`src/mxu_cfg_pkg.sv`:
```
package mxu_cfg_pkg;

  // systolic grid side, square
  localparam int ARRAY_N = 4;

  // int8 operands, 32-bit sums
  localparam int ELEM_W = 8;
  localparam int ACC_W  = 32;

  // one memory beat carries one row of elements
  localparam int BEAT_W = ARRAY_N * ELEM_W;
  localparam int ADDR_W = 32;

  // operand bursts are one beat per row
  localparam int RD_BEATS = ARRAY_N;
  // result burst is one 32-bit sum per beat
  localparam int WR_BEATS = ARRAY_N * ARRAY_N;

  // feed start to capture
  // skew of 2N-2, N products per PE, plus register hops
  localparam int COMPUTE_CYCLES = 3 * ARRAY_N;

  typedef logic signed [ELEM_W-1:0] elem_t;
  typedef logic signed [ACC_W-1:0]  acc_t;

  // element 0 sits in the low byte
  typedef elem_t [ARRAY_N-1:0] row_t;

endpackage

```
`src/mxu_pe.sv`:
```
`timescale 1ns/100ps

module mxu_pe
  import mxu_cfg_pkg::*;
(
  input  logic  ap_clk,
  input  logic  ap_rst_n,
  input  logic  acc_clear_i,
  input  elem_t west_elem_i,
  input  logic  west_valid_i,
  input  elem_t north_elem_i,
  input  logic  north_valid_i,
  output elem_t east_elem_o,
  output logic  east_valid_o,
  output elem_t south_elem_o,
  output logic  south_valid_o,
  output acc_t  acc_o
);

  acc_t prod;

  // sign extend first, full 32-bit product
  assign prod = acc_t'(west_elem_i) * acc_t'(north_elem_i);

  always_ff @(posedge ap_clk) begin
    if (!ap_rst_n) begin
      east_valid_o  <= 1'b0;
      south_valid_o <= 1'b0;
      acc_o         <= '0;
    end else begin
      east_valid_o  <= west_valid_i;
      south_valid_o <= north_valid_i;
      if (acc_clear_i) begin
        acc_o <= '0;
      end else if (west_valid_i && north_valid_i) begin
        acc_o <= acc_o + prod;
      end
    end
  end

  // operands hop one PE per cycle
  always_ff @(posedge ap_clk) begin
    east_elem_o  <= west_elem_i;
    south_elem_o <= north_elem_i;
  end

endmodule

```
`config.mk`:
```
export PLATFORM = sky130hd
export DESIGN_NAME = mxu_pe
export DESIGN_NICKNAME = d
export VERILOG_FILES = /design/src/mxu_cfg_pkg.sv /design/src/mxu_pe.sv
export SDC_FILE = /design/constraint.sdc
export NUM_CORES = 1
export LEC_CHECK = 0
export ABC_AREA = 1
export BUFFER_PORTS_ARGS = -buffer_cell sky130_fd_sc_hd__buf_2
export CORE_UTILIZATION = 60
export CTS_CLUSTER_DIAMETER = 150
export CTS_CLUSTER_SIZE = 28
export DETAILED_ROUTE_END_ITERATION = 16
export PLACE_DENSITY = 0.8
export SYNTH_ARGS = -nofsm -noshare
export SYNTH_HDL_FRONTEND = slang
export SYNTH_SLANG_ARGS = --single-unit
```
`constraint.sdc`:
```
create_clock -name ap_clk -period 11.8 [get_ports ap_clk]
set_input_delay 1.77 -clock ap_clk [delete_from_list [all_inputs] [get_ports ap_clk]]
set_output_delay 1.77 -clock ap_clk [all_outputs]
set_load 0.01 [all_outputs]
```
Word level (Yosys, flattened, before mapping) --
Index checks and enable logic that the tools add are counted.
Word-level totals: input bits 21, output and inout bits 50, bits in registers 50
Operators by class: multiply operators 1, add/subtract/negate cells 1, bitwise gates (word level) 1, reduce and logical (&&, ||, !) cells 2
Operator list (count):
- $add 32x16->32 | 1
- $mul 8x8->16 | 1
- $reduce_or 2->1 | 1
- $logic_and 1x1->1 | 1
- $not 1->1 | 1

Longest topological paths before layout --
depth in word-level cells 2, depth in mapped cells 24

Least setup slack after synthesis --
OpenSTA, ideal clock, no wires.
kind input-to-reg, start point input port north_elem_i[0], end point register acc_o[23], stages 23, data arrival time 6.511 ns, slack 5.180 ns, library setup time 0.109 ns, buffers on the path 1, path through clkbuf_1 > nand2_1 > inv_1 > fa_1 > inv_1 > fa_1 > fa_1 > inv_1 > fa_1 > ha_1 > ha_1 > nand2_1 > inv_2 > nand2_1 > inv_1 > a21oi_1 > nand2_2 > nand2_2 > nand2_1 > nand2_1 > nand3_1 > nand2_1 > inv_1
On the way: word-level cells in the longest chain between the ends 2
RTL lines:
- from (decl) | RTL line mxu_pe.sv:11 | input elem_t north_elem_i,
- $mul 8x8->16 | RTL line mxu_pe.sv:23 | assign prod = acc_t'(west_elem_i) * acc_t'(north_elem_i);
- $add 32x16->32 | RTL line mxu_pe.sv:36 | acc_o <= acc_o + prod;
- to (signal assigned) | RTL line mxu_pe.sv:36
- to (decl) | RTL line mxu_pe.sv:17 | output acc_t acc_o
No other way between the ends. A chain may end at the register's enable or synchronous reset.

Final worst setup path --
start point input port north_elem_i[2], end point register acc_o[23]
Same word-level chain as after synthesis.

==> insert_results.sql <==
INSERT INTO impl_metrics (metric_group, metric, value, unit) VALUES
('synth', 'ys_ff_latch', '50', ''),
('grt', 'grt_overflow_total', '0', ''),
('synth', 'synth_flop_cell', 'dfxtp_1', ''),
('sta', 'timing.final.crit_period', '6.658', 'ns'),
('grt', 'largest_net_degree_at_the_start_of_global_routing', '47', ''),
('floorplanning', 'std_cell_rows', '41', ''),
('routing', 'vias_per_cell', '5.083', ''),
('synth', 'syn-cell-area', '7797', 'um^2'),
('cts', 'clk_pin_slew_worst_paths', '0.07', 'ns'),
('synth', 'synth.top_cells.by_count', 'nand2_1 (239), inv_1 (229), fa_1 (136), nor2_1 (89), ha_1 (70)', ''),
('min_path', 'hold_path_startpoint', 'acc_o[0]', ''),
('synth', 'syn_inst', '1001', ''),
('routing', 'route.vias.total', '6257', ''),
('cells_and_area', 'finish.net_count', '1285', ''),
('critical_path', 'cp.required', '12.01', 'ns'),
('critical_path', 'top_cell_by_count_worst_path', 'nand2_1', ''),
('floorplanning', 'die_width', '116', 'um'),
('critical_path', 'rr_endpoint', 'acc_o[20]', ''),
('critical_path', 'worst_setup_path_start_kind', 'input port', ''),
('grt', 'grt_antenna_before_repair', '0', ''),
('cts', 'clock_tree_root_driver_cell', 'clkbuf_16', ''),
('synth', 'synthArstFlopShare', '0', ''),
('routing', 'drt_iter0_drc', '461', ''),
('floorplanning', 'starting_density_of_the_core', '0.6154', ''),
('sta', 'setup-tns-final', '0', 'ns'),
('cts', 'worst_skew_pair.late_latency', '0.32', 'ns'),
('cells_and_area', 'drive_gt1_frac', '0.1152', ''),
('sta', 'count_of_endpoints_failing_setup_in_the_final_report', '0', ''),
('critical_path', 'max_incr_delay_on_cp', '0.67', 'ns'),
('cells_and_area', 'antenna_cells_inserted', '0', ''),
('critical_path', 'cp_data_arrival_time', '6.87', 'ns'),
('synth', 'seq_area_frac_synth', '0.1284', ''),
('routing', 'post-route-drc-count', '0', ''),
('cts', 'clock_path_buffers', '2', ''),
('critical_path', 'critical_path.reg2reg.startpoint', 'acc_o[6]', ''),
('sta', 'unrepaired_setup_endpoints_after_global_routing', 'false', ''),
('synth', 'synth_fp_nets', '1228', ''),
('cells_and_area', 'layout.core_utilization', '0.6662', ''),
('synth', 'postSynthAreaPerCell', '7.790', 'um^2'),
('grt', 'grt_util_all_layers', '0.3029', ''),
('sta', 'fin_worst_skew', '0.01350', 'ns'),
('min_path', 'whs_path_depth', '2', ''),
('cells_and_area', 'finish.instance_area', '8442', 'um^2'),
('cts', 'post_cts.resized_instances', '0', ''),
('floorplanning', 'floorplan.io_pins', '71', ''),
('sta', 'max_fclk', '150.2', 'MHz'),
('cts', 'post-cts-setup-buffers', '0', ''),
('critical_path', 'timing_worst_setup_path_type', 'input port to register', ''),
('floorplanning', 'placeable_core_region', '12670', 'um^2'),
('critical_path', 'cp.buffers_inverters', '3', ''),
('cts', 'tritoncts', 'done', ''),
('placed_design', 'postPlaceCellArea', '8294', 'um^2'),
('placed_design', 'dp_hpwl', '15320', 'um'),
('job', 'number_of_max_cap_violations', '0', ''),
('sta', 'timing_max_transition_violations_final', '0', ''),
('cts', 'htree_levels', '2', ''),
('status', 'outcome', 'complete, no violations', ''),
('sta', 'period_share', '0.5642', ''),
('placed_design', 'place.gp.congestion', '0.9541', ''),
('synth', 'synth_warnings', '0', ''),
('grt', 'grt_first_pass_wirelength', '30640', 'um'),
('sta', 'final-hold-violation-count', '0', ''),
('floorplanning', 'floorplan.die_area', '13460', 'um^2'),
('routing', 'first_pass_iters', '5', ''),
('critical_path', 'path_cells', 'buf_2 -> nand2_1 -> fa_1 -> fa_1 -> inv_1 -> fa_1 -> fa_1 -> ha_1 -> ha_1 -> a21oi_1 -> nand2_1 -> a21oi_1 -> nand2_2 -> nand2_2 -> nand2_1 -> nand2_1 -> nand3_1 -> nand2_1 -> inv_1', ''),
('critical_path', 'r2r.worst_path.cells', '18', ''),
('routing', 'antenna_violating_nets_post_route', '0', ''),
('routing', 'detail_route.wl_per_cell', '14.92', 'um'),
('cts', 'cts.sink_count', '50', ''),
('min_path', 'worst_hold_path_class', 'register to register', ''),
('critical_path', 'cp-end-kind', 'register', '');
-- sequential cells by signal, indices dropped and copies added (netlist names) --
register / count
east_elem_o: 8
acc_o: 32
east_valid_o: 1
south_valid_o: 1
south_elem_o: 8
-- worst max-delay path by stage --
stage / from / to / slack [ns] / depth (start not counted)
after floorplan: north_elem_i[0] / acc_o[23] / 5.18 / 23
after CTS: north_elem_i[2] / acc_o[28] / 5.18 / 19
final: north_elem_i[2] / acc_o[23] / 5.14 / 19
after detailed placement: north_elem_i[2] / acc_o[28] / 4.85 / 19
after global routing: north_elem_i[2] / acc_o[23] / 4.77 / 19
after global placement: north_elem_i[2] / acc_o[19] / 4.96 / 17
-- worst min-delay path: stages, from the launching register on --
cell	delay, ns
dfxtp_1	0.33
nor2_1	0.10
nor2_1	0.05
-- layout by cell type, fill, tap and decap left out, types with 2 or more instances in the layout --
master,Yosys,final
nand2_1,239,239
inv_1,229,229
fa_1,136,136
nor2_1,89,89
ha_1,70,70
buf_2,4,70
dfxtp_1,50,50
nand3_1,40,40
a21oi_1,24,24
o21ai_0,18,18
nand2_2,11,11
nand4_1,9,9
inv_2,8,8
xor2_1,8,8
nor2_4,6,6
o21ai_1,6,6
o21bai_1,5,5
nand3_2,5,5
clkbuf_16,0,5
a21oi_2,4,4
xnor2_1,4,4
nand2_4,3,3
buf_4,0,3
clkinv_1,2,2
nor2_2,2,2
nor3_2,2,2
o211ai_1,2,2
and2_1,2,2
nor3_1,2,2
-- per-layer routing --
layer | track usage | wire length (um)
met1 | 0.3860 | 7896
met4 | 0.1068 | 535
met2 | 0.5230 | 8996
met3 | 0.04812 | 941
met5 | 0 | 0
-- kinds of logic (layout without fill, tap and decap cells) --
group / count (synthesis) / count (layout) / share of synthesized area
adders and majority gates: 206 / 206 / 0.4615
DFF: 50 / 50 / 0.1284
xor gates and xnor gates: 12 / 12 / 0.01348
and+or+nand+nor: 411 / 411 / 0.2269
AOI/OAI and AO/OA: 60 / 60 / 0.04300
buffers and inverters: 262 / 320 / 0.1268
-- area by class of cell --
type                    instances  area, um^2
clock buffers                   7       142.6
flip-flops and latches         50        1001
multi-input cells             689        5808
repair buffers                 73       372.9
fillers                      1101        4229
well taps                     172       215.2
clock inverters                 1       5.005
inverters                     239       897.1
-- stage by stage --
| stage | cells | setup WS (ns) | hold WS (ns) |
|---|---|---|---|
| floorplan | 1001 | 5.180 | 0.5238 |
| global placement | 1223 | 4.958 | 0.4946 |
| detailed placement | 1223 | 4.854 | 0.5023 |
| CTS | 1231 | 5.183 | 0.5123 |
| global route | 1231 | 4.769 | 0.5613 |
| finish | 1231 | 5.142 | 0.5123 |
Power is left out: the tool's default activity adds up to more than one toggle a clock period on the data nets, which glitch-free logic cannot reach.
