**src/mxu_cfg_pkg.sv**
```systemverilog
package mxu_cfg_pkg;

  // systolic grid side, square
  localparam int ARRAY_N = 4;

  // int8 operands, 32-bit sums
  localparam int ELEM_W = 8;
  localparam int ACC_W  = 32;

  // one memory beat carries one row of elements
  localparam int BEAT_W = ARRAY_N * ELEM_W;
  localparam int ADDR_W = 32;

  // operand bursts are one beat per row
  localparam int RD_BEATS = ARRAY_N;
  // result burst is one 32-bit sum per beat
  localparam int WR_BEATS = ARRAY_N * ARRAY_N;

  // feed start to capture
  // skew of 2N-2, N products per PE, plus register hops
  localparam int COMPUTE_CYCLES = 3 * ARRAY_N;

  typedef logic signed [ELEM_W-1:0] elem_t;
  typedef logic signed [ACC_W-1:0]  acc_t;

  // element 0 sits in the low byte
  typedef elem_t [ARRAY_N-1:0] row_t;

endpackage

```
**src/mxu_operand_feeder.sv**
```systemverilog
`timescale 1ns/100ps

module mxu_operand_feeder
  import mxu_cfg_pkg::*;
(
  input  logic               ap_clk,
  input  logic               ap_rst_n,
  input  logic               beat_strobe_i,
  input  logic               beat_is_b_i,
  input  row_t               beat_row_i,
  input  logic               feed_start_i,
  output row_t               west_elem_o,
  output logic [ARRAY_N-1:0] west_valid_o,
  output row_t               north_elem_o,
  output logic [ARRAY_N-1:0] north_valid_o,
  output logic               acc_clear_o,
  output logic               capture_o
);

  row_t                                   a_mem [ARRAY_N];
  row_t                                   b_mem [ARRAY_N];
  logic [$clog2(ARRAY_N)-1:0]             wr_ptr_q;
  logic [$clog2(COMPUTE_CYCLES+1)-1:0]    cnt_q;
  logic                                   run_q;

  // operand rows in arrival order, pointer wraps from A into B
  always_ff @(posedge ap_clk) begin
    if (beat_strobe_i && !beat_is_b_i) a_mem[wr_ptr_q] <= beat_row_i;
    if (beat_strobe_i && beat_is_b_i) b_mem[wr_ptr_q] <= beat_row_i;
  end

  // cnt is cycles since feed start, step is cnt minus one
  always_ff @(posedge ap_clk) begin
    if (!ap_rst_n) begin
      wr_ptr_q <= '0;
      cnt_q    <= '0;
      run_q    <= 1'b0;
    end else begin
      if (feed_start_i) begin
        wr_ptr_q <= '0;
      end else if (beat_strobe_i) begin
        wr_ptr_q <= wr_ptr_q + 1'b1;
      end
      if (feed_start_i) begin
        run_q <= 1'b1;
        cnt_q <= 1;
      end else if (capture_o) begin
        run_q <= 1'b0;
      end else if (run_q) begin
        cnt_q <= cnt_q + 1'b1;
      end
    end
  end

  // grid is idle before the first wavefront
  assign acc_clear_o = feed_start_i;
  assign capture_o   = run_q && (cnt_q == COMPUTE_CYCLES);

  // skewed wavefronts
  // row i gets A[i][t-i], column j gets B[t-j][j]
  always_comb begin
    int k;
    for (int n = 0; n < ARRAY_N; n++) begin
      k                = int'(cnt_q) - 1 - n;
      west_valid_o[n]  = run_q && (k >= 0) && (k < ARRAY_N);
      north_valid_o[n] = west_valid_o[n];
      west_elem_o[n]   = west_valid_o[n] ? a_mem[n][k[$clog2(ARRAY_N)-1:0]] : '0;
      north_elem_o[n]  = north_valid_o[n] ? b_mem[k[$clog2(ARRAY_N)-1:0]][n] : '0;
    end
  end

endmodule

```
**config.mk**
```make
export PLATFORM = sky130hd
export DESIGN_NAME = mxu_operand_feeder
export DESIGN_NICKNAME = d
export VERILOG_FILES = /design/src/mxu_cfg_pkg.sv /design/src/mxu_operand_feeder.sv
export SDC_FILE = /design/constraint.sdc
export NUM_CORES = 1
export LEC_CHECK = 0
export BUFFER_PORTS_ARGS = -buffer_cell sky130_fd_sc_hd__buf_2
export CORE_UTILIZATION = 45
export CTS_BUF_LIST = sky130_fd_sc_hd__clkbuf_4 sky130_fd_sc_hd__clkbuf_8
export DETAILED_ROUTE_END_ITERATION = 16
export GPL_TIMING_DRIVEN = 0
export PLACE_DENSITY_LB_ADDON = 0.08
export SLEW_MARGIN = 5
export SYNTH_ARGS = -nofsm -noshare
export SYNTH_HDL_FRONTEND = slang
export SYNTH_SLANG_ARGS = --single-unit
```
**constraint.sdc**
```tcl
create_clock -name ap_clk -period 3.57 [get_ports ap_clk]
set_input_delay 0.1785 -clock ap_clk [delete_from_list [all_inputs] [get_ports ap_clk]]
set_output_delay 0.1785 -clock ap_clk [all_outputs]
set_load 0.05 [all_outputs]
```
* Yosys cells after proc, flatten, opt, wreduce, memory -nomap -nowiden
Memory sizes are Yosys's and may differ from the RTL's. Cells that the tools add are included.
Word-level totals: bits in registers 7, RAM bits 256, input port bits 37, output and inout port bits 74, word-level logic and storage cells 70, memories kept 2
Operators by class: add/subtract/negate cells 6, $lt $le $gt $ge 12, equal/unequal tests 2, muxes and demuxes 25, bitwise operators 2, reduce and logical (&&, ||, !) cells 17
Memories:
- a_mem | words 4, bits a word 32, rd ports 4, clocked after Yosys merged registers in 0, wr ports 1, RTL line mxu_operand_feeder.sv:20 | row_t a_mem [ARRAY_N];
- b_mem | words 4, bits a word 32, rd ports 4, clocked after Yosys merged registers in 0, wr ports 1, RTL line mxu_operand_feeder.sv:21 | row_t b_mem [ARRAY_N];
Operators by type and width (number):
- two-way mux 8 bit | 12
- binary-select mux 8 bit (select 2 bit) | 4
- greater-or-equal comparator 32 x 1 -> 1 bit (second input constant) | 2
- less-than comparator 32 x 4 -> 1 bit (second input constant) | 2
- less-than comparator 2 x 3 -> 1 bit (second input constant) | 4
- subtractor 5 x 3 -> 6 bit (second input constant) | 2
- logical AND 1 bit | 11
- two-way mux 1 bit | 9
- greater-or-equal comparator 6 x 1 -> 1 bit (second input constant) | 1
- less-than comparator 6 x 4 -> 1 bit (second input constant) | 1
- subtractor 5 x 2 -> 6 bit (second input constant) | 1
- greater-or-equal comparator 5 x 1 -> 1 bit (second input constant) | 1
- less-than comparator 5 x 4 -> 1 bit (second input constant) | 1
- subtractor 4 x 1 -> 5 bit (second input constant) | 1
- adder 4 x 1 -> 4 bit (second input constant) | 1
- equality test 4 bit (second input constant) | 1
- AND reduction 2 bit | 2
- nonzero test 2 bit | 2
- adder 2 x 1 -> 2 bit (second input constant) | 1
- != test 2 bit (second input constant) | 1
- NOT 1 bit | 2
- OR reduction 2 bit | 1
- logical NOT 1 bit | 1

* Logic depth before layout (Yosys ltp)
depth in word-level cells 6, mapped depth 14, gate-level depth less buffers 9

* Worst setup path before layout
OpenSTA, ideal clock, no wires.
kind register -> output, start point register cnt_q[1], end point output port north_elem_o[10] (netlist bit), arrival 3586 ps, required time 3391 ps, setup slack -195 ps, cell stages (with the launch flop) 13, path buffers 3, cell sequence dfxtp_1 clkbuf_1 inv_1 ha_1 buf_2 nor2b_1 nor2_1 ha_1 nor2b_1 o2111ai_2 o2111ai_4 buf_2 nor3b_1
RTL lines:
- start, declared | RTL line mxu_operand_feeder.sv:23 | logic [$clog2(COMPUTE_CYCLES+1)-1:0] cnt_q;
- start signal, assigned | RTL line mxu_operand_feeder.sv:50 | cnt_q <= cnt_q + 1'b1;
- end, declared | RTL line mxu_operand_feeder.sv:14 | output row_t north_elem_o,

==> summary.md <==
| Metric | Value |
|---|---|
| Run status | finished clean |
| Critical Path RT | 3390 ps |
| Area growth from synthesis to layout | 25.66% |
| Crit path kind | reg -> out |
| Syn Nets | 585 |
| TritonCTS buffer count | 43 |
| Syn Inst Count | 537 |
| Area of the core | 22850 um^2 |
| Die Y | 155.5 um |
| FFs w/ async S/R, synth | 0% |
| Rows | 55 |
| Placed cell count | 964 |
| Antenna violations before repair | 0 |
| Fin nets | 794 |
| Netlist cell types | 43 |
| CP max FO | 10 |
| Diode count | 0 |
| GP Congestion | 0.7405 |
| Routed WL | 25.74 mm |
| Fin. max-slew vios | 0 |
| Mean Syn Cell Area | 19.73 um^2 |
| Pin count of the biggest net entering global routing | 33 |
| Hold WS | 296.2 ps |
| Clock Sinks | 263 |
| Period utilization | 97.99% |
| Worst-path clk slew | 60 ps |
| Critical Path AT | 3320 ps |
| H-tree depth | 2 |
| Clk_skew | 16.00 ps |
| Final hold vios | 0 |
| Gr ovfl total | 0 |
| Fin util | 58.29% |
| Rel. slew slack | 42.09% |
| Crit end category | primary output |
| CTS Buffer Depth | 3 |
| Post-Place Setup Slack | -402.6 ps |
| Die X-Extent | 155.5 um |
| Detail Placement HPWL | 15.67 mm |
| Most common cell in the netlist | edfxtp_1 |
| Via count | 5873 |
| Initial core utilization | 46.39% |
| Synth warn | 0 |
| F_max | 285.9 MHz |
| DR WL/cell | 23.65 um |
| Worst Tran Pin Value | 868.6 ps |
| Skew-Pair Late Insertion Delay | 550 ps |
| Pre-antenna DRT Iters | 5 |
| First DRT Iteration DRCs | 414 |
| Synthesized flop and latch total | 263 |
| Peak VDD IR | 0.3432 mV |
| Top cell type's share of synthesized area | 72.54% |
| Leading area contributor after synthesis | edfxtp_1 |
| Number of max-cap violations | 0 |
| Fin crit period | 3498 ps |
| Via-to-Cell Ratio | 5.398 |
| Cell Pwr Density | 499.9 nW/um^2 |
| Clk root buf | clkbuf_8 |
| Ranking of synthesized cells by area | edfxtp_1, mux4_2, nor2b_1 |
| I/O pin total | 111 |
| Worst Setup Slack, final | 71.88 ps |
| First-pass GRT wire length | 37.89 mm |
| Worst hold path class | in -> reg |
| Final setup fails | 0 |
| IO buf count | 110 |
| Crit start category | flop |
| Vias in the first global route | 6174 |
| DRC errors left | 0 |
| Gr usage total | 21.98% |
| Pleak | 0.004649 uW |
| Predominant post-synthesis flop cell | edfxtp_1 |
| Sequential area share after synthesis | 73.86% |
| CTS tree | done |
| Die footprint | 24170 um^2 |
| Commonest cells post-synth | edfxtp_1, mux4_2, nor2b_1 |
| Area of the mapped netlist | 10600 um^2 |
| Fin Setup TNS | 0 ps |
| Share of cells above drive strength 1 | 43.10% |
| Final Non-Filler Cells | 1088 |
| Post-synth EDFFs | 256 |
| Final ANT Viol Nets | 0 |
[kinds of logic after synthesis]
kind of cell	share of synthesized area, %
flops	73.86
buf+inv	2.066
xor+xnor	0.4960
compound gates	1.842
mux	13.70
fa+ha+maj	1.299
simple gates	6.741
[state kept, by name, indices dropped and copies added, names as in the netlist]
signal and flops:
b_mem 128, run_q 1, cnt_q 4, a_mem 128, wr_ptr_q 2
[where the power goes]
| group | total, uW | leakage (uW) | switching (uW) | internal, uW |
|---|---|---|---|---|
| combinational | 747 | 0.00183 | 426 | 322 |
| clock | 2450 | 0.000430 | 1170 | 1290 |
| sequential | 3460 | 0.00238 | 12.8 | 3440 |
| total | 6660 | 0.00465 | 1610 | 5050 |
[worst max-delay path, stage by stage, from the launching register on]
cell and delay (ps):
dfxtp_4 370, clkbuf_8 160, inv_2 70, ha_4 270, buf_4 160, inv_2 70, ha_2 180, or3_1 320
a21o_1 200, a211o_4 420, buf_12 160, nor2_1 130, clkbuf_4 250
[per-stage QoR]
step	cell area, um^2	power, uW
after floorplan	10600	3944
after global placement	11540	4147
after detailed placement	11630	4162
after CTS	13170	6685
after global routing	13320	6863
final	13320	6657
[cells in the final DEF (no fill, tap or decap), drive strengths merged, types with 4 or more instances in the layout]
master / count
dfxtp: 7
buf: 149
nand3: 4
and3: 6
clkinv: 17
nand2: 20
a21oi: 5
edfxtp: 256
mux4: 64
nor2: 25
nor3b: 17
clkbuf: 67
nor2b: 41
and2: 5
inv: 9
ha: 11
dlygate4sd3: 36
[timing repair]
action                                  CTS  global route
setup buffers                             6             7
pin swaps                                 3             2
hold endpoints to repair                261             0
resized for setup                        90            23
endpoints found under the setup margin   68            50
gates cloned                              1             1
hold buffers                             36             0
[final timing paths]
path                                  start               to  cells after the start  slack (ps)
worst min register to register  wr_ptr_q[0]      wr_ptr_q[0]                      2         610
worst max register to register     cnt_q[0]         cnt_q[0]                      6         970
worst min-delay path            beat_is_b_i     b_mem[1][11]                      2         300
worst max-delay path               cnt_q[1]  west_elem_o[26]                     12          70
[layer usage]
metal  GRT usage [%]  vias up  part of all wire [%]
li1                -     2556                     -
met2           36.02      227                    49
met5               0        -                     0
met1           29.82     3035                    43
met3           3.983       55                   6.1
met4           7.516        0                   2.5
[final cells by class]
cell class | count | area, um^2
fill | 1797 | 9530
sequential | 263 | 7833
multi-input combinational | 232 | 2711
timing repair buffer | 165 | 1308
clock buffer | 56 | 701.9
tap | 313 | 391.6
buffer | 33 | 251.5
clock inverter | 18 | 87.58
inverter | 8 | 32.53
No activity file was read; power rests on OpenSTA's default activity.
