File: config.mk
export PLATFORM = sky130hd
export DESIGN_NAME = mxu_ctrl_regs
export DESIGN_NICKNAME = d
export VERILOG_FILES = /design/src/mxu_cfg_pkg.sv /design/src/mxu_bus_pkg.sv /design/src/mxu_ctrl_regs.sv
export SDC_FILE = /design/constraint.sdc
export NUM_CORES = 1
export LEC_CHECK = 0
export ABC_AREA = 0
export BUFFER_PORTS_ARGS = -buffer_cell sky130_fd_sc_hd__buf_4
export CORE_MARGIN = 10
export CORE_UTILIZATION = 51
export CTS_CLUSTER_DIAMETER = 150
export DETAILED_ROUTE_END_ITERATION = 12
export PLACE_DENSITY = 0.84
export SLEW_MARGIN = 40
export SYNTH_ARGS = -nofsm -noshare
export SYNTH_HDL_FRONTEND = slang
export SYNTH_SLANG_ARGS = --single-unit
export TNS_END_PERCENT = 30
File: constraint.sdc
create_clock -name ap_clk -period 4.7 [get_ports ap_clk]
set_clock_uncertainty 0.15 [all_clocks]
set_input_delay 0.94 -clock ap_clk [delete_from_list [all_inputs] [get_ports ap_clk]]
set_output_delay 0.94 -clock ap_clk [all_outputs]
set_load 0.05 [all_outputs]
File: src/mxu_cfg_pkg.sv
package mxu_cfg_pkg;

  // systolic grid side, square
  localparam int ARRAY_N = 4;

  // int8 operands, 32-bit sums
  localparam int ELEM_W = 8;
  localparam int ACC_W  = 32;

  // one memory beat carries one row of elements
  localparam int BEAT_W = ARRAY_N * ELEM_W;
  localparam int ADDR_W = 32;

  // operand bursts are one beat per row
  localparam int RD_BEATS = ARRAY_N;
  // result burst is one 32-bit sum per beat
  localparam int WR_BEATS = ARRAY_N * ARRAY_N;

  // feed start to capture
  // skew of 2N-2, N products per PE, plus register hops
  localparam int COMPUTE_CYCLES = 3 * ARRAY_N;

  typedef logic signed [ELEM_W-1:0] elem_t;
  typedef logic signed [ACC_W-1:0]  acc_t;

  // element 0 sits in the low byte
  typedef elem_t [ARRAY_N-1:0] row_t;

endpackage

File: src/mxu_bus_pkg.sv
package mxu_bus_pkg;

  import mxu_cfg_pkg::*;

  // control register map, byte offsets
  // bit 0 write = start, read = {busy, done}
  localparam logic [7:0] REG_CTRL_STATUS = 8'h00;
  localparam logic [7:0] REG_A_BASE      = 8'h10;
  localparam logic [7:0] REG_B_BASE      = 8'h14;
  localparam logic [7:0] REG_C_BASE      = 8'h18;

  // readback for holes in the map
  localparam logic [31:0] REG_UNMAPPED_VALUE = 32'hDEAD_BEEF;

  // host request, write or read
  typedef struct packed {
    logic        write;
    logic [7:0]  addr;
    logic [31:0] wdata;
  } ctl_req_t;

  // burst request, shared by read and write address channels
  // len is beats minus one
  typedef struct packed {
    logic [ADDR_W-1:0] addr;
    logic [7:0]        len;
  } mem_addr_t;

  // read beat from memory
  typedef struct packed {
    logic [BEAT_W-1:0] data;
    logic              last;
  } mem_rdata_t;

  // write beat to memory
  typedef struct packed {
    logic [BEAT_W-1:0] data;
    logic              last;
  } mem_wdata_t;

endpackage

File: src/mxu_ctrl_regs.sv
`timescale 1ns/100ps

module mxu_ctrl_regs
  import mxu_cfg_pkg::*;
  import mxu_bus_pkg::*;
(
  input  logic              ap_clk,
  input  logic              ap_rst_n,
  input  logic              ctl_req_valid_i,
  input  ctl_req_t          ctl_req_i,
  output logic              ctl_req_ready_o,
  output logic              ctl_rvalid_o,
  output logic [31:0]       ctl_rdata_o,
  input  logic              ctl_rready_i,
  input  logic              busy_i,
  input  logic              job_done_i,
  output logic              start_o,
  output logic [ADDR_W-1:0] a_base_o,
  output logic [ADDR_W-1:0] b_base_o,
  output logic [ADDR_W-1:0] c_base_o
);

  logic req_hs;
  logic start_wr;
  logic busy_any;
  logic done_q;

  // one read response outstanding at most
  assign ctl_req_ready_o = !ctl_rvalid_o;
  assign req_hs          = ctl_req_valid_i && ctl_req_ready_o;

  // engine goes busy one cycle after the pulse, so count the pulse as busy too
  assign busy_any = busy_i || start_o;
  assign start_wr = req_hs && ctl_req_i.write && (ctl_req_i.addr == REG_CTRL_STATUS)
                    && ctl_req_i.wdata[0] && !busy_any;

  always_ff @(posedge ap_clk) begin
    if (!ap_rst_n) begin
      start_o      <= 1'b0;
      done_q       <= 1'b0;
      ctl_rvalid_o <= 1'b0;
      a_base_o     <= '0;
      b_base_o     <= '0;
      c_base_o     <= '0;
    end else begin
      start_o <= start_wr;
      // sticky done, a new start wins over completion
      if (start_wr) begin
        done_q <= 1'b0;
      end else if (job_done_i) begin
        done_q <= 1'b1;
      end
      if (req_hs && ctl_req_i.write) begin
        case (ctl_req_i.addr)
          REG_A_BASE: a_base_o <= ctl_req_i.wdata;
          REG_B_BASE: b_base_o <= ctl_req_i.wdata;
          REG_C_BASE: c_base_o <= ctl_req_i.wdata;
          default: ;
        endcase
      end
      // read response held until taken
      if (req_hs && !ctl_req_i.write) begin
        ctl_rvalid_o <= 1'b1;
      end else if (ctl_rready_i) begin
        ctl_rvalid_o <= 1'b0;
      end
    end
  end

  // read data, loaded at the request handshake
  always_ff @(posedge ap_clk) begin
    if (req_hs && !ctl_req_i.write) begin
      case (ctl_req_i.addr)
        REG_CTRL_STATUS: ctl_rdata_o <= {30'd0, busy_any, done_q};
        REG_A_BASE:      ctl_rdata_o <= a_base_o;
        REG_B_BASE:      ctl_rdata_o <= b_base_o;
        REG_C_BASE:      ctl_rdata_o <= c_base_o;
        default:         ctl_rdata_o <= REG_UNMAPPED_VALUE;
      endcase
    end
  end

endmodule

# ---- Yosys cells after proc, flatten, opt, wreduce, memory -nomap -nowiden
# Index checks and enable logic that the tools add are counted.
dict set report word_totals {
  reg_bits 131
  inputBits 47
  out_inout_bits 131
  word_cells 30
}
dict set report op_classes {
  n_eq_ne 3
  muxes 3
  bitwise 1
  n_reduce_logical 16
}
# cell n
set op_table {}
lappend op_table {{32-bit one-hot mux with 4 select lines} 1}
lappend op_table {{8-bit by 5-bit == test with 1-bit output, second input constant} 3}
lappend op_table {{8-bit zero test} 1}
lappend op_table {{1-bit logical AND} 6}
lappend op_table {{2-bit AND reduction} 3}
lappend op_table {{1-bit zero test} 3}
lappend op_table {{1-bit two-way mux} 2}
lappend op_table {{2-bit nonzero test} 1}
lappend op_table {{2-bit OR reduction} 1}
lappend op_table {{1-bit logical OR} 1}
lappend op_table {{1-bit inverter} 1}

# ---- Logic depth before layout (Yosys ltp)
dict set report logic_depth {
  ltp_word 7
  depth_mapped 6
  depth_no_buf 3
}

# ---- Least setup slack after synthesis
# Ideal clock, no wire load.
dict set report synth_timing {
  path_kind {input port to flip-flop}
  startpoint {in ctl_req_i[40] (netlist bit)}
  endpoint {reg ctl_rdata_o[0] (enable)}
  setup_time_ns 0.470
  arrival_ns 3.369
  required_ns 4.080
  setup_slack_ns 0.711
  stages 1
  path_buffers 0
  cell_sequence {nor3b_1}
}
dict set report synth_via {
  elab_chain_len 2
}
# element line_no
set synth_lines {}
lappend synth_lines {{start: declaration} mxu_ctrl_regs.sv:10} ;# input ctl_req_t ctl_req_i,
lappend synth_lines {{1-bit zero test} mxu_ctrl_regs.sv:72} ;# if (req_hs && !ctl_req_i.write) begin
lappend synth_lines {{1-bit logical AND} mxu_ctrl_regs.sv:72}
lappend synth_lines {{end signal: assignment} mxu_ctrl_regs.sv:74} ;# REG_CTRL_STATUS: ctl_rdata_o <= {30'd0, busy_any, done_q};
lappend synth_lines {{end signal: assignment} mxu_ctrl_regs.sv:75} ;# REG_A_BASE: ctl_rdata_o <= a_base_o;
lappend synth_lines {{end signal: assignment} mxu_ctrl_regs.sv:76} ;# REG_B_BASE: ctl_rdata_o <= b_base_o;
lappend synth_lines {{end: declaration} mxu_ctrl_regs.sv:13} ;# output logic [31:0] ctl_rdata_o,
# Every way passes these cells.
# A chain may end at the register's enable or synchronous reset.

# ---- Worst setup path in the final report
dict set report layout_timing {
  startpoint {in ctl_req_i[33] (netlist bit)}
  endpoint {reg c_base_o[4]}
}
dict set report layout_via {
  elab_chain_len 2
}
# element line_no
set layout_lines {}
lappend layout_lines {{8-bit by 5-bit == test with 1-bit output} mxu_ctrl_regs.sv:54} ;# case (ctl_req_i.addr)
lappend layout_lines {{2-bit AND reduction (no source line)} --}
lappend layout_lines {{end signal: assignment} mxu_ctrl_regs.sv:57} ;# REG_C_BASE: c_base_o <= ctl_req_i.wdata;
lappend layout_lines {{end: declaration} mxu_ctrl_regs.sv:20} ;# output logic [ADDR_W-1:0] c_base_o
# Every way passes these cells.

==> results.txt <==
The run finished with clean final reports. Synthesis handed over a netlist of 557 instances. The cell at the root of the clock tree is clkbuf_8.

The synthesized area divided by synthesized cell count is 9.922 µm². The overflow left after global routing is 0. The overall power consumption is 2.616 mW. Derived from the worst setup path, the maximum achievable clock frequency is 395.6 MHz.

The number of setup violations in the final report came out at 0. The power per standard cell area came out at 349.2 nW/µm². The detailed router placed 4,894 vias in this run. After clock tree synthesis, the repair step resized 0 gates.

The final hold violation count came out at 0. The netlist uses 30 different library cells. The global routing usage summed across all routing layers is 21.94%. Summing every instance area after synthesis gives 5527 µm². The required time of the critical path came out at 4.92 ns. The die height is 124.1 µm. The tightest hold margin is 0.3274 ns. The total number of clock tree sinks came out at 131. The number of nets still failing antenna checks after routing came out at 0.

The slowest stage of the critical path belongs to the cell nand3_2. The design area came out at 7492 µm². The peak supply drop is 0.2217 mV. The worst hold path terminates at a_base_o[24]. The share of synthesized area in the top cell type comes to 35.86%. The warning count from the yosys run is 0. The clock slew seen by the registers of the worst setup and hold paths came out at 0.06 ns. The wire length of the first global-routing pass is 26.54 mm. The most numerous cell type found on the critical path is buf_4.

The DRC marker count from the first detailed-route iteration is 513. The number of global-route vias before repair was 4,936. The count of fill cells added during filler insertion is 747. The initial antenna violation count is 0. Along the worst path, the maximum fanout reaches 22. The TritonCTS buffer count is 17.

Of the synthesized area, sequential elements account for 53.25%. Setup repair after global routing left no endpoint under its margin. The worst setup path is of the input port to flip-flop kind. Counting flops with an async set or reset pin after synthesis yields a share of 0%.

After the last flow step, the layout net total stands at 762. The number of enable-type register cells in the synthesized netlist is 32. The number of buffer and inverter instances along the worst setup path came out at 2. At the worst endpoint, the arrival time is 2.74 ns.

The kind of path behind the tightest hold check is flip-flop to flip-flop. Post-CTS timing repair inserted 0 buffers for setup. The floorplan step defined a die boundary enclosing 15,400 µm². The most area-hungry cell type in the Yosys netlist is dfxtp_1. The worst setup path is launched from an input port. The number of rows in the core area is 37.

The max-slew violation count is 0. The signed area change from the synthesized netlist to the final layout came out at 35.57%. Once the floorplan was initialized, standard cells occupied 52.82% of the core.

For this run, the slowest stage of the critical path takes 0.50 ns. The final period demand of the worst path came out at 2.528 ns. The total DRC errors in the routed layout came out at 0. The longest clock path from root to sink contains 2 buffers.

In this run the most critical hold path is launched from a_base_o[24]. In this run the worst setup path begins at ctl_req_i[33]. The count of buffers added on input and output ports is 177. On the critical path the largest part of the delay comes from simple AND/OR/NAND/NOR gates. Using the TritonRoute via totals, the vias-per-cell ratio works out to 5.664. The number of cells on the worst hold path came out at 2. The average wire per standard cell came out at 19.95 µm. The setup slack of the worst register-to-register path came out at 2.56 ns. In this run the critical register-to-register path is captured at c_base_o[4]. Routability-driven placement finished with a final weighted congestion of 0.7891. The count of state elements after synthesis is 131. In this run the critical register-to-register path is launched from ctl_rvalid_o. Traced cell by cell, the critical path runs through buf_4 -> nor4_2 -> nand3_2 -> buf_4 -> mux2i_1. The total negative slack for setup checks is 0 ns. The worst-skew pair later-pin latency came out at 0.50 ns.

The number of H-tree branching levels came out at 4. The worst path uses 53.78% of the clock period. The worst setup path is captured at a flip-flop.

The most used flip-flop cell after synthesis is dfxtp_1. Summing all placed instances gives a cell area of 6893 µm². TritonCTS built the clock tree. The diode insertion count for antenna repair came out at 0.

The leakage power total came out at 3.317 nW. Max-cap violations in this run came to 0. The net count of the mapped netlist is 604. The normalized max-slew margin is 52.74%. The hold-fix buffer count after cts is 0. The placed wire-length estimate after detailed placement is 11.60 mm. The pre-antenna-repair detailed-routing pass consisted of 5 iterations. The slew at the pin closest to its max-slew limit is 0.7089 ns.

The final layout contains routed wiring with a total length of 17.24 mm. From left edge to right edge, the die measures 124.1 µm. The number of ports placed on the die boundary came out at 178. The fraction of final layout cells with drive strength greater than 1 is 31.04%. The largest net degree at the start of global routing came out at 93.

By area the synthesized netlist is led by dfxtp_1 36%, mux2i_1 17%, edfxtp_1 17%, nand3_1 9.4%, nand2_1 8.8%. The number of cell instances on the worst register-to-register path came out at 4. The area of the core came out at 10,460 µm².
==> area by class of cell <==
type / instances / area (µm²) / area share [%]
multi-input cells: 378 / 2387 / 31.86
inverters: 1 / 3.754 / 0.05010
well taps: 136 / 170.2 / 2.271
repair buffers: 186 / 1400 / 18.69
clock inverters: 8 / 96.34 / 1.286
flip-flops and latches: 131 / 2943 / 39.28
clock buffers: 24 / 491.7 / 6.563
==> synth_stat cells (all sizes together) (2+ instances only) <==
cell type / n
nor2: 3
edfxtp: 32
nand3: 104
nand2: 129
mux2: 3
dfxtp: 99
nand4: 22
nor4b: 4
and4: 2
nor3: 2
mux2i: 96
nor4: 2
buf: 20
clkbuf: 27
==> registers in the layout, summed over array words and instances, names as in the netlist <==
name	cells
c_base_o	32
ctl_rvalid_o	1
start_o	1
ctl_rdata_o	32
b_base_o	32
done_q	1
a_base_o	32
==> logic make-up (layout without fill, tap and decap cells) <==
kind of cell    count (synthesis)  count (layout)  synth area share (%)
mux                            99              99                 18.00
buf+inv                        48             219                 4.392
simple gates                  274             274                 23.66
compound gates                  5               5                0.7019
flops                         131             131                 53.25
==> per-stage QoR <==
stage	std cells	utilization [%]	worst slack, ns
after floorplan	557	-	0.7109
after CTS	864	71.50	2.102
after global routing	864	71.61	2.125
after global placement	832	65.87	1.407
final	864	71.61	2.172
after detailed placement	832	65.88	1.590
==> layer usage <==
layer / up-vias / GRT usage (%) / part of all wire, %
met4: 0 / 9.353 / 2.2
met1: 2345 / 24.65 / 37
met2: 244 / 38.97 / 53
li1: 2278 / - / -
met5: - / 0 / 0
met3: 27 / 5.068 / 8.1
==> where the power goes <==
part	switching, mW	total (mW)	leakage (nW)	internal [mW]
combinational	0.110	0.161	1.95	0.0512
clock	0.461	1.29	0.287	0.826
sequential	0.00437	1.17	1.08	1.16
==> worst reg2reg max path: cells and delay by family (launching register included) <==
kind,cells,cell delay [ns]
and+or+nand+nor,2,0.85
buffers and inverters,1,0.47
DFF,1,0.34
muxes,1,0.19
==> placed cells by master (no fill, tap or decap), types with 2 or more instances in the layout <==
| master | instances |
|---|---|
| bufinv_16 | 2 |
| mux2_1 | 2 |
| nand2_1 | 129 |
| edfxtp_1 | 32 |
| clkbuf_16 | 17 |
| dfxtp_1 | 99 |
| nor3_1 | 2 |
| clkbuf_8 | 4 |
| buf_4 | 185 |
| clkbuf_1 | 3 |
| nand4_1 | 22 |
| nand3_1 | 102 |
| nor4b_2 | 2 |
| nor2_1 | 3 |
| mux2i_1 | 96 |
| clkinv_2 | 3 |
| clkinvlp_4 | 2 |
==> worst max path at each step <==
stage,end,slack (ns),cells past startpoint
2_1_floorplan,ctl_rdata_o[0],0.71,1
3_3_place_gp,a_base_o[20],1.41,5
3_5_place_dp,b_base_o[19],1.59,5
4_1_cts,b_base_o[16],2.10,5
5_1_grt,c_base_o[18],2.13,5
6_report,c_base_o[4],2.17,5
No activity file was read; power rests on OpenSTA's default activity.
