===== src/mxu_cfg_pkg.sv =====
package mxu_cfg_pkg;

  // systolic grid side, square
  localparam int ARRAY_N = 4;

  // int8 operands, 32-bit sums
  localparam int ELEM_W = 8;
  localparam int ACC_W  = 32;

  // one memory beat carries one row of elements
  localparam int BEAT_W = ARRAY_N * ELEM_W;
  localparam int ADDR_W = 32;

  // operand bursts are one beat per row
  localparam int RD_BEATS = ARRAY_N;
  // result burst is one 32-bit sum per beat
  localparam int WR_BEATS = ARRAY_N * ARRAY_N;

  // feed start to capture
  // skew of 2N-2, N products per PE, plus register hops
  localparam int COMPUTE_CYCLES = 3 * ARRAY_N;

  typedef logic signed [ELEM_W-1:0] elem_t;
  typedef logic signed [ACC_W-1:0]  acc_t;

  // element 0 sits in the low byte
  typedef elem_t [ARRAY_N-1:0] row_t;

endpackage


===== src/mxu_bus_pkg.sv =====
package mxu_bus_pkg;

  import mxu_cfg_pkg::*;

  // control register map, byte offsets
  // bit 0 write = start, read = {busy, done}
  localparam logic [7:0] REG_CTRL_STATUS = 8'h00;
  localparam logic [7:0] REG_A_BASE      = 8'h10;
  localparam logic [7:0] REG_B_BASE      = 8'h14;
  localparam logic [7:0] REG_C_BASE      = 8'h18;

  // readback for holes in the map
  localparam logic [31:0] REG_UNMAPPED_VALUE = 32'hDEAD_BEEF;

  // host request, write or read
  typedef struct packed {
    logic        write;
    logic [7:0]  addr;
    logic [31:0] wdata;
  } ctl_req_t;

  // burst request, shared by read and write address channels
  // len is beats minus one
  typedef struct packed {
    logic [ADDR_W-1:0] addr;
    logic [7:0]        len;
  } mem_addr_t;

  // read beat from memory
  typedef struct packed {
    logic [BEAT_W-1:0] data;
    logic              last;
  } mem_rdata_t;

  // write beat to memory
  typedef struct packed {
    logic [BEAT_W-1:0] data;
    logic              last;
  } mem_wdata_t;

endpackage


===== src/mxu_mem_engine.sv =====
`timescale 1ns/100ps

module mxu_mem_engine
  import mxu_cfg_pkg::*;
  import mxu_bus_pkg::*;
(
  input  logic              ap_clk,
  input  logic              ap_rst_n,
  input  logic              start_i,
  input  logic [ADDR_W-1:0] a_base_i,
  input  logic [ADDR_W-1:0] b_base_i,
  input  logic [ADDR_W-1:0] c_base_i,
  output logic              busy_o,
  output logic              job_done_o,
  output logic              mem_ar_valid_o,
  output mem_addr_t         mem_ar_o,
  input  logic              mem_ar_ready_i,
  input  logic              mem_r_valid_i,
  input  mem_rdata_t        mem_r_i,
  output logic              mem_r_ready_o,
  output logic              mem_aw_valid_o,
  output mem_addr_t         mem_aw_o,
  input  logic              mem_aw_ready_i,
  input  logic              mem_b_valid_i,
  output logic              mem_b_ready_o,
  output logic              beat_strobe_o,
  output logic              beat_is_b_o,
  output row_t              beat_row_o,
  output logic              feed_start_o,
  input  logic              results_ready_i,
  output logic              wr_go_o
);

  typedef enum logic [3:0] {
    S_IDLE,
    S_A_ADDR,
    S_A_DATA,
    S_B_ADDR,
    S_B_DATA,
    S_COMPUTE,
    S_W_ADDR,
    S_W_DATA,
    S_RESP
  } state_t;

  state_t            state_q;
  state_t            state_d;
  logic [ADDR_W-1:0] a_base_q;
  logic [ADDR_W-1:0] b_base_q;
  logic [ADDR_W-1:0] c_base_q;
  logic              r_last_hs;
  logic              b_hs;

  // read address, A then B, fixed burst length
  assign mem_ar_valid_o = (state_q == S_A_ADDR) || (state_q == S_B_ADDR);
  assign mem_ar_o       = '{addr: (state_q == S_B_ADDR) ? b_base_q : a_base_q,
                            len:  8'(RD_BEATS - 1)};

  // read beats go straight to the feeder
  assign mem_r_ready_o = (state_q == S_A_DATA) || (state_q == S_B_DATA);
  assign beat_strobe_o = mem_r_valid_i && mem_r_ready_o;
  assign beat_is_b_o   = (state_q == S_B_DATA);
  assign beat_row_o    = row_t'(mem_r_i.data);
  // phase ends on last, no beat count here
  assign r_last_hs     = beat_strobe_o && mem_r_i.last;

  // single result burst to C
  assign mem_aw_valid_o = (state_q == S_W_ADDR);
  assign mem_aw_o       = '{addr: c_base_q, len: 8'(WR_BEATS - 1)};
  assign wr_go_o        = mem_aw_valid_o && mem_aw_ready_i;

  assign mem_b_ready_o = (state_q == S_RESP);
  assign b_hs          = mem_b_valid_i && mem_b_ready_o;
  assign busy_o        = (state_q != S_IDLE);

  always_comb begin
    state_d = state_q;
    case (state_q)
      S_IDLE:    if (start_i) state_d = S_A_ADDR;
      S_A_ADDR:  if (mem_ar_ready_i) state_d = S_A_DATA;
      S_A_DATA:  if (r_last_hs) state_d = S_B_ADDR;
      S_B_ADDR:  if (mem_ar_ready_i) state_d = S_B_DATA;
      S_B_DATA:  if (r_last_hs) state_d = S_COMPUTE;
      // drain raises ready once sums are snapped
      S_COMPUTE: if (results_ready_i) state_d = S_W_ADDR;
      S_W_ADDR:  if (mem_aw_ready_i) state_d = S_W_DATA;
      // drain drops ready after its last beat
      S_W_DATA:  if (!results_ready_i) state_d = S_RESP;
      S_RESP:    if (mem_b_valid_i) state_d = S_IDLE;
      default:   state_d = S_IDLE;
    endcase
  end

  always_ff @(posedge ap_clk) begin
    if (!ap_rst_n) begin
      state_q      <= S_IDLE;
      feed_start_o <= 1'b0;
      job_done_o   <= 1'b0;
    end else begin
      state_q      <= state_d;
      feed_start_o <= r_last_hs && beat_is_b_o;
      job_done_o   <= b_hs;
    end
  end

  // bases frozen for the whole job
  always_ff @(posedge ap_clk) begin
    if (start_i && (state_q == S_IDLE)) begin
      a_base_q <= a_base_i;
      b_base_q <= b_base_i;
      c_base_q <= c_base_i;
    end
  end

endmodule


===== config.mk =====
export PLATFORM = sky130hd
export DESIGN_NAME = mxu_mem_engine
export DESIGN_NICKNAME = d
export VERILOG_FILES = /design/src/mxu_cfg_pkg.sv /design/src/mxu_bus_pkg.sv /design/src/mxu_mem_engine.sv
export SDC_FILE = /design/constraint.sdc
export NUM_CORES = 1
export LEC_CHECK = 0
export ABC_CLOCK_PERIOD_IN_PS = 12700
export BUFFER_PORTS_ARGS = -buffer_cell sky130_fd_sc_hd__buf_2
export CORE_AREA = 2 2 100 102
export CTS_CLUSTER_SIZE = 28
export DETAILED_ROUTE_END_ITERATION = 12
export DIE_AREA = 0 0 102 104
export GPL_ROUTABILITY_DRIVEN = 0
export PLACE_DENSITY_LB_ADDON = 0.12
export SYNTH_ARGS = -nofsm -noshare
export SYNTH_HDL_FRONTEND = slang
export SYNTH_SLANG_ARGS = --single-unit

===== constraint.sdc =====
create_clock -name ap_clk -period 12.7 [get_ports ap_clk]
set_input_delay 2.54 -clock ap_clk [delete_from_list [all_inputs] [get_ports ap_clk]]
set_output_delay 2.54 -clock ap_clk [all_outputs]
set_load 0.005 [all_outputs]

Yosys cells after proc, flatten, opt, wreduce, memory -nomap -nowiden
Cells that the tools add are included.
- register bits: 102
- input bits: 137
- output and inout bits: 122
- logic and storage cells: 45
- equal/unequal tests: 17
- muxes and demuxes: 11
- reductions and logical operators: 11
- operators by type and width (cell ; count):
    two-way mux 4 bit ; 9
    case mux 4 bit (9 select lines) ; 1
    two-way mux 32 bit ; 1
    equality test 4 x 3 -> 1 bit (second input constant) ; 4
    inequality test 2 bit (second input constant) ; 7
    AND reduction 9 bit ; 1
    equality test 4 x 2 -> 1 bit (second input constant) ; 2
    logical AND 1 bit ; 6
    equality test 4 x 1 -> 1 bit (second input constant) ; 1
    equality test 4 bit (second input constant) ; 1
    logical NOT 4 bit ; 1
    inequality test 2 x 1 -> 1 bit (second input constant) ; 2
    nonzero test 4 bit ; 1
    logical OR 1 bit ; 2

Longest topological paths before layout
Gate-level depths: netlist of run 1.
- depth after elaboration: 6
- gate-level depth with buffers: 6
- gate-level depth less buffers: 4

Worst setup path after synthesis of run 1
Ideal clock, no wire load.
- path type: input to register
- from: input start_i
- to: register a_base_q[0] (enable)
- setup time: 0.552 ns
- arrival time: 6.543 ns
- data required time: 12.148 ns
- setup slack: 5.605 ns
- stages on the path: 2
- path buffers: 0
- cells stage by stage: inv_1 -> nor2_1
- longest elaborated chain between the ends: 1
- ends and longest elaborated chain (what ; RTL line ; RTL):
    start: declaration ; mxu_mem_engine.sv:9 ; input logic start_i,
    logical AND 1 bit ; mxu_mem_engine.sv:108 ; if (start_i && (state_q == S_IDLE)) begin
    end signal: assignment ; mxu_mem_engine.sv:109 ; a_base_q <= a_base_i;
    end: declaration ; mxu_mem_engine.sv:48 ; logic [ADDR_W-1:0] a_base_q;
No other way between the ends.
A chain may end at the register's enable or synchronous reset.

Final worst setup path of run 1
- from: input mem_r_valid_i
- to: output beat_strobe_o
- longest elaborated chain between the ends: 1
- ends and longest elaborated chain (what ; RTL line ; RTL):
    start: declaration ; mxu_mem_engine.sv:18 ; input logic mem_r_valid_i,
    logical AND 1 bit ; mxu_mem_engine.sv:61 ; assign beat_strobe_o = mem_r_valid_i && mem_r_ready_o;
    end: declaration ; mxu_mem_engine.sv:26 ; output logic beat_strobe_o,
No other way between the ends.

==> results of run 1 <==
[critical path, cell delays in order]
cell    delay [ps]
buf_2          110
and2_1         120
buf_2          120
[routing by layer]
metal | vias to the layer above | routed length (µm)
met4 | 0 | 298
met2 | 140 | 3830
met3 | 25 | 1080
met5 | - | 0
met1 | 1071 | 2640
li1 | 1103 | -
[synth_stat cells (all sizes together)]
master	count
edfxtp	96
buf	54
mux2	32
dfxtp	6
nor3	6
nand2	5
and2	3
inv	3
a211o	2
a31oi	2
and4	2
clkbuf	2
conb	2
nand2b	2
nand3b	2
nor2	2
nor3b	2
o211ai	2
a21oi	1
mux2i	1
nor4b	1
o21ai	1
o22ai	1
o32ai	1
or3	1
or4	1
xnor2	1
xor2	1
[power by group through the flow]
| stage | clock network (mW) | logic, mW | registers (mW) |
|---|---|---|---|
| floorplan | 0 | 0.0786 | 0.460 |
| global placement | 0 | 0.131 | 0.455 |
| detailed placement | 0 | 0.133 | 0.456 |
| CTS | 0.199 | 0.133 | 0.449 |
| global route | 0.209 | 0.145 | 0.455 |
| finish | 0.188 | 0.129 | 0.448 |
[worst max-delay path by stage]
stage / depth (start not counted) / to / slack (ps) / from
CTS: 3 / beat_strobe_o / 7260 / mem_r_valid_i
detailed placement: 3 / beat_strobe_o / 7270 / mem_r_valid_i
floorplan: 2 / a_base_q[0] / 5610 / start_i
finish: 3 / beat_strobe_o / 7270 / mem_r_valid_i
global route: 3 / beat_strobe_o / 7250 / mem_r_valid_i
global placement: 3 / beat_strobe_o / 7270 / mem_r_valid_i
[kinds of logic after synthesis]
family / synth area share
buffers and inverters: 0.102
AO/OA/AOI/OAI: 0.0191
AND/OR/NAND/NOR: 0.0401
multiplexers: 0.0912
flip-flops: 0.739
other: 0.00185
XOR/XNOR: 0.00616
[area by class of cell]
| class | count | share of cell area |
|---|---|---|
| clock buffers | 9 | 0.0249 |
| flip-flops and latches | 102 | 0.604 |
| repair buffers | 180 | 0.182 |
| well taps | 133 | 0.0335 |
| multi-input cells | 88 | 0.143 |
| clock inverters | 7 | 0.0108 |
| inverters | 3 | 0.00226 |
[placed cells by master (no fill, tap or decap), types with 2 or more instances in the layout]
master    instances
buf_2           178
edfxtp_1         96
mux2_2           32
conb_1           16
clkbuf_8          9
dfxtp_1           6
nor3_1            5
nand2_1           5
inv_1             3
and2_1            3
inv_6             3
nand2b_1          2
nor3b_1           2
nand3b_1          2
a31oi_1           2
and4_1            2
o211ai_1          2
buf_4             2
[registers in the layout (all words and copies together), names as in the netlist]
name / count
a_base_q: 32
state_q: 4
b_base_q: 32
c_base_q: 32
feed_start_o: 1
job_done_o: 1
[metrics by stage]
step / power, mW / setup WS [ps] / cells
2_1_floorplan: 0.539 / 5610 / 249
3_3_place_gp: 0.586 / 7270 / 506
3_5_place_dp: 0.589 / 7270 / 506
4_1_cts: 0.781 / 7260 / 522
5_1_grt: 0.809 / 7250 / 522
6_report: 0.765 / 7270 / 522
==> results.ini, run 1 <==
[outcome]
outcome = completed

[routing]
vias = 2339
drt_first_iter_violations = 73
dr.pass1.iters = 4
wl_um = 7840
routed_via_density = 4.48
ant_nets = 0
wl_per_cell_um = 15.0
drc = 0

[synthesis]
netlist_instances = 235
synthTopCellsByArea = edfxtp_1 (71%), buf_4 (8.9%), mux2_2 (8.9%), dfxtp_1 (3.0%), buf_2 (0.62%)
yosys.area.top_type = edfxtp_1
yosys.cell_types.count = 32
ys_seq_area_frac = 0.739
avgSynthCellArea_um2 = 17.3
netlist_area_um2 = 4060
ys_seq_elements = 102
yosysWarningCount = 0
synth_top_area_frac = 0.710

[floorplan]
initial_utilization = 0.425
die_w_um = 102
die_area_um2 = 10600
coreArea_um2 = 9550
die_y_um = 104
rows = 36
ioPinCount = 259

[finish]
drive_gt1_frac = 0.596
syn_to_final_growth_pct = 22.5
multiInputGateArea_um2 = 709
final_util = 0.521
final_nets = 521
fill_cells = 861
finalInstanceArea_um2 = 4970
diodes = 0
seq_area_um2 = 3000

[worst_setup_path]
startpoint_type = input pin
cp.required_ps = 10160
r2r-end = a_base_q[3]
crit_type = in -> out
r2r_slack_ps = 9820
reg2regPathDepth = 4
worstSetupEndpointType = primary output
r2r-start = state_q[2]
path_max_fanout = 3
crit_arrival_ps = 2890

[timing]
period_share = 0.428
slew_headroom = 0.401
slew_violations = 0
finalSetupViolations = 0
finClkSkew_ps = 8.91
timing.fmax_ghz = 0.184
period_needed_ps = 5430
whs_ps = 672
worstMarginPinSlew_ps = 899
finalSetupTns_ps = 0
rsz0062_at_grt = no
final-hold-violation-count = 0

[placement]
place_area_um2 = 4800
io_buffers = 178
dpl.hpwl_um = 5670

[grt]
grt_overflow_total = 0
grt_use_met1 = 0.151
grt_max_degree = 75
busiest_layer = met2
grt_pass1_wl_um = 11700
grtUsageTotal = 0.148
grt_pass1_vias = 2399
antenna_found_initial = 0
grt.met3_usage = 0.0901
gr-usage-met2 = 0.237

[cts]
ctsHoldBuffers = 0
htreeDepth = 3
cts-root-buf = clkbuf_8
clk_latency_ps = 350
post-cts-setup-buffers = 0
cts_tree = built
cts-resized-gates = 0
clk_pin_slew_ps = 90
cts_buffer_depth = 2
cts_buffers = 9
clock-sinks = 102

[min_path]
hold_path_class = reg -> reg
whs_endpoint = state_q[0]
hp-start = state_q[0]
hold_depth = 2

[run]
cap_viol_max_count = 0

[pwr]
vdd_drop_max_v = 0.0000741
cellLeakagePower_nw = 2.03
intPower_uw = 566
power_density_nw_per_um2 = 154
swShare = 0.260
p_seq_frac = 0.585
power_frac_comb = 0.169
p_switching_uw = 199
power_frac_clock = 0.246

Power figures use the tool's default switching activity.
==> run 2: changes to the inputs <==
ABC_CLOCK_PERIOD_IN_PS = 5030   (was 12700)
CORE_AREA = not set   (was 2 2 100 102)
CORE_MARGIN = 2   (was not set)
CORE_UTILIZATION = 42   (was not set)
DIE_AREA = not set   (was 0 0 102 104)
clock period = 5.03 ns   (was 12.7 ns; I/O delays follow)
==> results.ini, run 2 (synthesis results as in run 1) <==
[floorplan]
coreArea_um2 = 9330
die_area_um2 = 10500
rows = 35
die_w_um = 102
initial_utilization = 0.435
ioPinCount = 259
die_y_um = 102

[finish]
reg_top3 = a_base_q (32), b_base_q (32), c_base_q (32)
drive_gt1_frac = 0.598
final_nets = 521
diodes = 0
final_util = 0.536
syn_to_final_growth_pct = 23.2
mostFrequentLayoutCell = buf_2
final_cell_mix = buf_2 (178), edfxtp_1 (96), mux2_2 (32)

[worst_setup_path]
crit_start = state_q[1]
r2r-end = a_base_q[15]
r2r-start = state_q[2]
cp.required_ps = 4020
reg2regPathDepth = 4
crit_arrival_ps = 2570
worstSetupEndpointType = primary output
r2r_slack_ps = 2370
crit_type = reg -> out
critPathCapture = mem_ar_o[32]
path_max_fanout = 18
startpoint_type = flip-flop

[timing]
slew_violations = 0
worst_slack_ps = 1460
period_needed_ps = 3570
final-hold-violation-count = 0
finalSetupTns_ps = 0
worstMarginPinSlew_ps = 1010
rsz0062_at_grt = no
slew_headroom = 0.323
finalSetupViolations = 0
whs_ps = 662
period_share = 0.710
timing.fmax_ghz = 0.280
finClkSkew_ps = 12.3

[min_path]
hold_path_class = reg -> reg
hold_depth = 2

[routing]
wl_um = 7940
wl_per_cell_um = 15.4
vias = 2333
ant_nets = 0
routed_via_density = 4.51
wirelength_met1_um = 2680
drc = 0
wl_met2_um = 4020
dr.pass1.iters = 4
drt_first_iter_violations = 61
routed.top_layer = met4
wl_met3_um = 1070

[outcome]
outcome = completed

[grt]
antenna_found_initial = 0
grt_pass1_vias = 2246
grt_max_degree = 63
grt_overflow_total = 0
grtUsageTotal = 0.147
grt_pass1_wl_um = 11100

[cts]
clk_pin_slew_ps = 90
clock-sinks = 102
ctsHoldBuffers = 0
htreeDepth = 3
cts-resized-gates = 0
clk_latency_ps = 360
post-cts-setup-buffers = 0
cts-root-buf = clkbuf_8
cts_tree = built
cts_buffer_depth = 2
cts_buffers = 9

[pwr]
vdd_drop_max_v = 0.000195
power_density_nw_per_um2 = 397
p_total_mw = 1.98
cellLeakagePower_nw = 2.04

[run]
cap_viol_max_count = 0

[placement]
dpl.hpwl_um = 5930
post-place-ws_ps = 1780
io_buffers = 178

run 2: cell count changes in the layout (fill, tap and decap cells not counted):
cell / before / now
clkinv_2: 1 / 0
clkinv_1: 1 / 0
buf_12: 0 / 1
bufinv_16: 0 / 1
buf_4: 2 / 1
run 2: power breakdown:
| group | switching [mW] | internal, mW |
|---|---|---|
| combinational | 0.177 | 0.155 |
| sequential | 0.0414 | 1.09 |
| clock | 0.284 | 0.236 |
run 2: how the worst min path moves through the flow:
| stage | startpoint | to | slack [ps] |
|---|---|---|---|
| finish | state_q[1] | state_q[1] | 660 |
| global route | state_q[1] | state_q[1] | 720 |
| CTS | state_q[1] | state_q[1] | 660 |
| detailed placement | state_q[1] | state_q[1] | 640 |
| global placement | state_q[0] | state_q[0] | 630 |
| floorplan | state_q[1] | state_q[1] | 600 |
run 2: layer usage:
metal | GRT usage | up-vias
li1 | - | 1101
met1 | 0.156 | 1076
met2 | 0.236 | 132
met3 | 0.0869 | 24
met4 | 0.0677 | 0
met5 | 0 | -
run 2: layout make-up:
cell class              instances  area (µm²)
well taps                     129         161
repair buffers                180         918
inverters                       3        11.3
clock buffers                   9         124
multi-input cells              88         709
fillers                       833        4330
flip-flops and latches        102        3000
clock inverters                 6        75.1
run 2: critical path, stage by stage (launching register included):
cell and delay [ps]:
dfxtp_1 570, nand2_1 170, nor3_4 580, buf_4 380
mux2_2 370, buf_2 130
run 2: stage by stage:
stage,cell area [µm²],std cells
6_report,5000,517
5_1_grt,5000,517
4_1_cts,5000,517
3_5_place_dp,4800,502
3_3_place_gp,4800,502
2_1_floorplan,4120,249
